<file path="src/logic/phc_pkg.sv">
// widths, clock constants, message geometry and packed structs for the PTP hardware clock
package phc_pkg;

    // datapath widths
    localparam int PERIOD_NS_W  = 8;
    localparam int FNS_W        = 32;
    localparam int TS_REL_NS_W  = 48;
    localparam int TS_TOD_S_W   = 48;
    localparam int TS_TOD_NS_W  = 30;
    localparam int INC_NS_W     = 17;
    localparam int UPDATE_CNT_W = 8;

    // ns rollover point of the time-of-day value
    localparam logic [TS_TOD_NS_W-1:0] NS_PER_S = 30'd1_000_000_000;

    // reset period of 32/5 ns, fraction is 0.4 * 2^32
    localparam logic [PERIOD_NS_W-1:0] DEFAULT_PERIOD_NS  = 8'd6;
    localparam logic [FNS_W-1:0]       DEFAULT_PERIOD_FNS = 32'd1_717_986_918;

    // serial message: start bit plus 16 data bits per word
    localparam int TD_WORD_W = 17;
    localparam int TD_WORDS  = 14;
    localparam int TD_MSG_W  = TD_WORD_W * TD_WORDS;

    typedef struct packed {
        logic [PERIOD_NS_W-1:0] ns;
        logic [FNS_W-1:0]       fns;
    } period_t;

    typedef struct packed {
        logic [TS_TOD_S_W-1:0]  s;
        logic [TS_TOD_NS_W-1:0] ns;
    } tod_t;

    typedef struct packed {
        logic [TS_REL_NS_W-1:0] ns;
    } rel_load_t;

    // state published after each update
    typedef struct packed {
        tod_t                   tod;
        logic [TS_REL_NS_W-1:0] rel_ns;
        logic [FNS_W-1:0]       fns;
        period_t                period;
        logic                   rel_updated;
        logic                   tod_updated;
    } time_snap_t;

endpackage

</file>
<file path="src/logic/phc_cadence.sv">
// period register and update tick generator for the PTP hardware clock
`timescale 1ns/1ps

module phc_cadence (
    input  logic             clk,
    input  logic             rst,
    input  phc_pkg::period_t period,
    input  logic             period_valid,
    output phc_pkg::period_t period_cur,
    output logic             update_tick
);

    logic [phc_pkg::UPDATE_CNT_W-1:0] update_cnt;

    // period register, always ready for a new value
    always_ff @(posedge clk) begin
        if (rst) begin
            period_cur.ns  <= phc_pkg::DEFAULT_PERIOD_NS;
            period_cur.fns <= phc_pkg::DEFAULT_PERIOD_FNS;
        end else if (period_valid) begin
            period_cur <= period;
        end
    end

    // free running counter; its carry-out marks one update every 256 cycles
    always_ff @(posedge clk) begin
        if (rst) begin
            update_cnt  <= '0;
            update_tick <= 1'b0;
        end else begin
            {update_tick, update_cnt} <= (phc_pkg::UPDATE_CNT_W + 1)'(update_cnt) + 1'b1;
        end
    end

endmodule

</file>
<file path="src/logic/phc_time_core.sv">
// time core FSM: timestamp loads and the shared-adder update of relative and time-of-day time
`timescale 1ns/1ps

module phc_time_core (
    input  logic                clk,
    input  logic                rst,
    input  phc_pkg::period_t    period_cur,
    input  logic                update_tick,
    input  phc_pkg::tod_t       tod_load,
    input  logic                tod_load_valid,
    output logic                tod_load_ready,
    input  phc_pkg::rel_load_t  rel_load,
    input  logic                rel_load_valid,
    output logic                rel_load_ready,
    output phc_pkg::time_snap_t snap,
    output logic                snap_valid,
    output logic                second_tick,
    output logic                tod_ns_msb
);

    // the fraction stage runs in idle on the tick cycle, the rest follow one per cycle
    typedef enum logic [2:0] {
        ST_IDLE,
        ST_REL,
        ST_TOD,
        ST_ROLL,
        ST_SEC
    } state_t;

    state_t state;

    // clock state
    phc_pkg::tod_t                     tod_reg;
    logic [phc_pkg::TS_REL_NS_W-1:0]   rel_ns_reg;
    logic [phc_pkg::FNS_W-1:0]         fns_reg;
    logic                              rel_upd;
    logic                              tod_upd;

    // per-update working values
    logic [phc_pkg::INC_NS_W-1:0]      inc_ns;
    logic [phc_pkg::TS_TOD_NS_W:0]     ns_sum;
    logic                              rollover;
    phc_pkg::period_t                  period_used;

    // shared adder
    logic [47:0] add_a;
    logic [47:0] add_b;
    logic [48:0] add_sum;

    assign tod_ns_msb = tod_reg.ns[phc_pkg::TS_TOD_NS_W-1];

    assign snap = phc_pkg::time_snap_t'{
        tod:         tod_reg,
        rel_ns:      rel_ns_reg,
        fns:         fns_reg,
        period:      period_used,
        rel_updated: rel_upd,
        tod_updated: tod_upd
    };

    always_comb begin
        case (state)
            ST_IDLE: begin
                // period * 256 plus the stored fraction
                add_a = {period_cur.ns, period_cur.fns, 8'd0};
                add_b = 48'(fns_reg);
            end
            ST_REL: begin
                add_a = rel_ns_reg;
                add_b = 48'(inc_ns);
            end
            ST_TOD: begin
                add_a = 48'(tod_reg.ns);
                add_b = 48'(inc_ns);
            end
            ST_ROLL: begin
                // carry out means no borrow, so the second has rolled over
                add_a = 48'(ns_sum);
                add_b = 48'd0 - 48'(phc_pkg::NS_PER_S);
            end
            ST_SEC: begin
                add_a = tod_reg.s;
                add_b = 48'(rollover);
            end
            default: begin
                add_a = '0;
                add_b = '0;
            end
        endcase
    end

    assign add_sum = {1'b0, add_a} + {1'b0, add_b};

    always_ff @(posedge clk) begin
        if (rst) begin
            state          <= ST_IDLE;
            tod_reg        <= '0;
            rel_ns_reg     <= '0;
            fns_reg        <= '0;
            rel_upd        <= 1'b0;
            tod_upd        <= 1'b0;
            snap_valid     <= 1'b0;
            second_tick    <= 1'b0;
            rel_load_ready <= 1'b0;
            tod_load_ready <= 1'b0;
        end else begin
            snap_valid  <= 1'b0;
            second_tick <= 1'b0;

            // ready pulses one cycle after a load is offered in idle with no update starting
            rel_load_ready <= (state == ST_IDLE) && !update_tick && rel_load_valid &&
                              !rel_load_ready;
            tod_load_ready <= (state == ST_IDLE) && !update_tick && tod_load_valid &&
                              !tod_load_ready;

            // flags go out with one snapshot only
            if (snap_valid) begin
                rel_upd <= 1'b0;
                tod_upd <= 1'b0;
            end

            case (state)
                ST_IDLE: begin
                    // a load in the tick cycle is in place before the increment is added
                    if (rel_load_ready) begin
                        rel_ns_reg <= rel_load.ns;
                        rel_upd    <= 1'b1;
                    end
                    if (tod_load_ready) begin
                        tod_reg <= tod_load;
                        tod_upd <= 1'b1;
                    end
                    if (update_tick) begin
                        fns_reg <= add_sum[phc_pkg::FNS_W-1:0];
                        state   <= ST_REL;
                    end
                end
                ST_REL: begin
                    rel_ns_reg <= add_sum[phc_pkg::TS_REL_NS_W-1:0];
                    state      <= ST_TOD;
                end
                ST_TOD: begin
                    state <= ST_ROLL;
                end
                ST_ROLL: begin
                    tod_reg.ns <= add_sum[48] ? add_sum[phc_pkg::TS_TOD_NS_W-1:0]
                                              : ns_sum[phc_pkg::TS_TOD_NS_W-1:0];
                    state      <= ST_SEC;
                end
                ST_SEC: begin
                    tod_reg.s   <= add_sum[phc_pkg::TS_TOD_S_W-1:0];
                    snap_valid  <= 1'b1;
                    second_tick <= rollover;
                    state       <= ST_IDLE;
                end
                default: begin
                    state <= ST_IDLE;
                end
            endcase
        end
    end

    // working registers, only meaningful inside an update
    always_ff @(posedge clk) begin
        case (state)
            ST_IDLE: begin
                if (update_tick) begin
                    inc_ns      <= add_sum[48:phc_pkg::FNS_W];
                    period_used <= period_cur;
                end
            end
            ST_TOD: begin
                ns_sum <= add_sum[phc_pkg::TS_TOD_NS_W:0];
            end
            ST_ROLL: begin
                rollover <= add_sum[48];
            end
            default: begin
            end
        endcase
    end

endmodule

</file>
<file path="src/logic/pps_out.sv">
// PPS pulse and stretched PPS generation
`timescale 1ns/1ps

module pps_out (
    input  logic clk,
    input  logic rst,
    input  logic second_tick,
    input  logic tod_ns_msb,
    output logic pps,
    output logic pps_str
);

    // single cycle pulse, one cycle after the seconds rollover
    always_ff @(posedge clk) begin
        if (rst) begin
            pps <= 1'b0;
        end else begin
            pps <= second_tick;
        end
    end

    // stretched output stays high until ToD ns bit 29 is set,
    // roughly the midpoint of the second
    always_ff @(posedge clk) begin
        if (rst) begin
            pps_str <= 1'b0;
        end else if (second_tick) begin
            pps_str <= 1'b1;
        end else if (tod_ns_msb) begin
            pps_str <= 1'b0;
        end
    end

endmodule

</file>
<file path="src/logic/ptp_td_phc.sv">
// top level of the PTP hardware clock with time distribution and PPS outputs
`timescale 1ns/1ps

module ptp_td_phc (
    input  logic               clk,
    input  logic               rst,

    // period write
    input  phc_pkg::period_t   period,
    input  logic               period_valid,

    // timestamp loads
    input  phc_pkg::tod_t      tod_load,
    input  logic               tod_load_valid,
    output logic               tod_load_ready,
    input  phc_pkg::rel_load_t rel_load,
    input  logic               rel_load_valid,
    output logic               rel_load_ready,

    // serial time distribution and PPS
    output logic               sdo,
    output logic               pps,
    output logic               pps_str
);

    phc_pkg::period_t    period_cur;
    logic                update_tick;
    phc_pkg::time_snap_t snap;
    logic                snap_valid;
    logic                second_tick;
    logic                tod_ns_msb;

    phc_cadence phc_cadence_inst (
        .clk          (clk),
        .rst          (rst),
        .period       (period),
        .period_valid (period_valid),
        .period_cur   (period_cur),
        .update_tick  (update_tick)
    );

    phc_time_core phc_time_core_inst (
        .clk            (clk),
        .rst            (rst),
        .period_cur     (period_cur),
        .update_tick    (update_tick),
        .tod_load       (tod_load),
        .tod_load_valid (tod_load_valid),
        .tod_load_ready (tod_load_ready),
        .rel_load       (rel_load),
        .rel_load_valid (rel_load_valid),
        .rel_load_ready (rel_load_ready),
        .snap           (snap),
        .snap_valid     (snap_valid),
        .second_tick    (second_tick),
        .tod_ns_msb     (tod_ns_msb)
    );

    td_serializer td_serializer_inst (
        .clk        (clk),
        .rst        (rst),
        .snap       (snap),
        .snap_valid (snap_valid),
        .sdo        (sdo)
    );

    pps_out pps_out_inst (
        .clk         (clk),
        .rst         (rst),
        .second_tick (second_tick),
        .tod_ns_msb  (tod_ns_msb),
        .pps         (pps),
        .pps_str     (pps_str)
    );

endmodule

</file>
<file path="src/logic/td_serializer.sv">
// time distribution message packer and serial shifter
`timescale 1ns/1ps

module td_serializer (
    input  logic                clk,
    input  logic                rst,
    input  phc_pkg::time_snap_t snap,
    input  logic                snap_valid,
    output logic                sdo
);

    logic [phc_pkg::TD_WORD_W-2:0] data [phc_pkg::TD_WORDS];
    logic [phc_pkg::TD_MSG_W-1:0]  msg;
    logic [phc_pkg::TD_MSG_W-1:0]  shift_reg;

    // one fixed layout for every message
    always_comb begin
        // control word
        data[0]    = '0;
        data[0][8] = snap.rel_updated;
        data[0][9] = snap.tod.s[0];

        // time of day
        data[1] = snap.tod.ns[15:0];
        data[2] = {snap.tod_updated, 1'b0, snap.tod.ns[29:16]};
        data[3] = snap.tod.s[15:0];
        data[4] = snap.tod.s[31:16];
        data[5] = snap.tod.s[47:32];

        // fractional ns and relative ns
        data[6]  = snap.fns[15:0];
        data[7]  = snap.fns[31:16];
        data[8]  = snap.rel_ns[15:0];
        data[9]  = snap.rel_ns[31:16];
        data[10] = snap.rel_ns[47:32];

        // period
        data[11] = snap.period.fns[15:0];
        data[12] = snap.period.fns[31:16];
        data[13] = {8'd0, snap.period.ns};

        // start bit of 0 ahead of each data field
        for (int w = 0; w < phc_pkg::TD_WORDS; w++) begin
            msg[w*phc_pkg::TD_WORD_W +: phc_pkg::TD_WORD_W] = {data[w], 1'b0};
        end
    end

    // lsb goes out first, ones fill in behind so the line idles high
    always_ff @(posedge clk) begin
        if (rst) begin
            shift_reg <= '1;
        end else if (snap_valid) begin
            shift_reg <= msg;
        end else begin
            shift_reg <= {1'b1, shift_reg[phc_pkg::TD_MSG_W-1:1]};
        end
    end

    assign sdo = shift_reg[0];

endmodule

</file>
<file path="config.mk">
export PLATFORM = sky130hd
export DESIGN_NAME = ptp_td_phc
export DESIGN_NICKNAME = d
export VERILOG_FILES = /design/src/logic/phc_pkg.sv /design/src/logic/phc_cadence.sv /design/src/logic/phc_time_core.sv /design/src/logic/pps_out.sv /design/src/logic/ptp_td_phc.sv /design/src/logic/td_serializer.sv
export SDC_FILE = /design/constraint.sdc
export NUM_CORES = 1
export LEC_CHECK = 0
export BUFFER_PORTS_ARGS = -buffer_cell sky130_fd_sc_hd__buf_4
export CAP_MARGIN = 25
export CORE_ASPECT_RATIO = 0.75
export CORE_MARGIN = 10
export CORE_UTILIZATION = 55
export CTS_CLUSTER_DIAMETER = 30
export DETAILED_ROUTE_END_ITERATION = 6
export MAX_ROUTING_LAYER = met4
export PLACE_DENSITY = 0.8
export SLEW_MARGIN = 20
export SYNTH_ARGS = -nofsm -noshare
export SYNTH_HDL_FRONTEND = slang
export SYNTH_SLANG_ARGS = --single-unit
</file>
<file path="constraint.sdc">
create_clock -name clk -period 5.2 [get_ports clk]
set_clock_uncertainty 0.15 [all_clocks]
set_input_delay 0.52 -clock clk [delete_from_list [all_inputs] [get_ports clk]]
set_output_delay 0.52 -clock clk [all_outputs]
set_load 0.01 [all_outputs]
</file>
==> flow_metrics.tcl <==
set metrics [dict create \
    multiInputGateArea_um2 11600 \
    max_freq_ghz 0.203 \
    use_met2_pct 41.3 \
    final-seq-area_um2 11800 \
    max_cap_viol_count 0 \
    grt_overflow_total 0 \
    grt_pass1_wl_mm 124 \
    synth_fp_nets 2717 \
    p_comb_share_pct 5.5 \
    ios 176 \
    wl_per_cell_um 25.1 \
    dpl_cell_area_um2 26000 \
    pwr-share-clk_pct 55.5 \
    clkLatencyLatePin_ps 630 \
    synthArstFlopShare_pct 0 \
    yosys_register_bits 545 \
    die-height_um 202 \
    fin_area_um2 29700 \
    syn_inst 2496 \
    fin_crit_sh_pct 94.6 \
    dieArea_um2 53300 \
    vias 20971 \
    use_met3_pct 8.89 \
    cp.arrival_ps 5290 \
    port_buffers 175 \
    core_area_um2 43600 \
    cts_tree "yes" \
    synth_edf_count 89 \
    slew_headroom_pct 35.8 \
    tightestPinTransition_ps 960 \
    min_path_type "primary input to flip-flop" \
    ys.flop_type "dfxtp_1" \
    die_x_um 263 \
    dp_hpwl_mm 56.7 \
    start_kind "flip-flop" \
    ctsLongestPathBuffers 3 \
    avgSynthCellArea_um2 9.77 \
    layout-drive-gt1-share_pct 16.0 \
    drt-initial-drc-count 2741 \
    drt_first_pass_iters 6 \
    busiest_layer "met1" \
    outcome "finished, final reports clean" \
    gp_congestion 0.996 \
    synth_area_leader_cell "dfxtp_1" \
    cts_sinks 545 \
    clkTransAtPathRegs_ps 60 \
    p_per_area_nw_per_um2 385 \
    switching_share_pct 23.3 \
    yosysTopAreaCellShare_pct 37.4 \
    cts-root-buf "clkbuf_16" \
    use_met1_pct 43.6 \
    drt-vias-per-instance 6.35 \
    grt_pass1_vias 19536 \
    synth_area_um2 24400 \
    htree_levels 3 \
    largest_register_ffs 238 \
    whs_ps 20.2 \
    num_rows 66 \
    antenna_found_initial 4 \
    synth_warnings 0 \
    crit_fanout 26 \
    p_sw_mw 2.67 \
    nNetsFinal 2872 \
    synthTopCellsByArea "dfxtp_1, edfxtp_1, a211o_1" \
    irDropWorstVdd_v 0.000377 \
    maxSlewViolCount 0 \
    hold_viol 0 \
    cp.required_ps 5570 \
    ant_nets 0 \
    fin_tns_setup_ps 0 \
    setup_viol 0 \
    syn2layout_area_growth_pct 21.9 \
    routed_wl_mm 82.9 \
    synth_cell_types 83 \
    grt_max_degree 243 \
    end_kind "flip-flop" \
    fill_cells 3241 \
    cts_made_buffers 89 \
    drc 0 \
    min_period_ps 4920 \
    ys_seq_area_share_pct 48.4 \
    track_usage_pct 30.6 \
    seqPwrFrac_pct 39.0 \
    start_util_pct 56.0 \
    crit_type "flip-flop to flip-flop" \
    leakage_nw 11.3 \
    power.internal_mw 8.78 \
]
layout by cell type (no fill, tap or decap), types with 23 or more instances in the layout:
cell / count
a22oi_1: 108
xnor2_1: 29
a21o_1: 56
inv_1: 27
a221o_1: 23
mux2i_1: 96
nor3_1: 26
buf_4: 224
dlygate4sd3_1: 40
and2_1: 168
nor2_1: 127
dfxtp_1: 454
nand2_1: 220
a211o_1: 223
a21oi_1: 178
edfxtp_1: 89
clkbuf_16: 96
nor2b_1: 90
a211oi_1: 57
ha_1: 49
o21ai_0: 53
power groups by stage:
stage	Clock, mW	Combinational [mW]	Sequential, mW
floorplan	0	0.345	4.48
global placement	0	0.571	4.54
detailed placement	0	0.578	4.54
CTS	6.40	0.608	4.45
global route	6.60	0.667	4.46
finish	6.36	0.627	4.46
area by class of cell:
cell class | instances | share of cell area (%)
Sequential cell | 545 | 39.7
Multi-Input combinational cell | 1714 | 39.0
Clock buffer | 110 | 8.49
Timing Repair Buffer | 271 | 7.45
Clock inverter | 56 | 2.55
Tap cell | 578 | 2.43
Inverter | 30 | 0.400
Antenna cell | 1 | 0.00842
per-stage QoR:
stage	total power, mW	setup WS [ps]	instances	util, %
CTS	11.5	111	3302	68.1
global route	11.7	-3.10	3305	68.2
detailed placement	5.12	185	3096	59.6
floorplan	4.83	65.8	2496	-
finish	11.4	282	3305	68.2
global placement	5.11	187	3096	59.6
Yosys cell counts, drive strengths merged (7+ instances only):
cell / n
and2: 172
ha: 49
nor2: 130
buf: 43
a221o: 24
a2111oi: 7
inv: 29
xor2: 18
and3: 9
nand2b: 7
clkbuf: 160
nand3: 14
edfxtp: 89
nand4: 10
nor3: 28
o21a: 10
a211oi: 57
nor2b: 91
a31oi: 7
a22o: 11
a22oi: 108
o22ai: 17
nand2: 221
o21ai: 57
a21oi: 178
a211o: 224
xnor2: 30
dfxtp: 456
a21o: 57
mux2i: 96
metal layers:
metal  part of all wire [%]  vias up  wire [um]
met5                      0        -          0
met3                     12      162       9720
met2                     42     1136      34500
met1                     44    10263      36800
met4                    2.4        0       1960
li1                       -     9410          -
worst max-delay path: stages (launching register included):
cell,delay [ps]
dfxtp_1,380
nand2b_1,270
or2_2,340
inv_2,130
buf_4,310
a22oi_1,140
nand2_1,110
ha_1,290
a21o_1,220
a221o_2,450
a2111oi_2,410
buf_4,210
nor4_1,70
o21ai_0,300
buf_4,190
nand2_1,70
o41ai_1,330
a2111oi_2,60
buf_4,160
buf_4,130
o22ai_1,100
kinds of logic after synthesis:
family	Yosys count	synth area share, %
flops	545	48.4
mux	96	3.94
fa+ha+maj	50	2.60
simple gates	717	14.8
compound gates	803	24.2
xor+xnor	48	1.72
buf+inv	237	4.35
final timing paths:
path                                               startpoint                                      endpoint  slack [ps]  depth (start not counted)
setup / recovery     phc_time_core_inst.state[2]$_SDFFE_PP0P_     phc_time_core_inst.snap[198]$_SDFFE_PP0P_         280                         20
hold / removal                                     period[37]  phc_cadence_inst.period_cur[37]$_SDFFE_PP0P_          20                          3
setup reg to reg     phc_time_core_inst.state[2]$_SDFFE_PP0P_     phc_time_core_inst.snap[198]$_SDFFE_PP0P_         280                         20
hold reg to reg   td_serializer_inst.shift_reg[35]$_SDFF_PP1_   td_serializer_inst.shift_reg[34]$_SDFF_PP1_         270                          1
timing repair:
action,4_1_cts,5_1_grt
hold buffers,40,0
setup endpoints to repair,0,5
resized for setup,0,2
hold endpoints to repair,40,0
setup buffers,0,1
(Power assumes the default switching activity.)
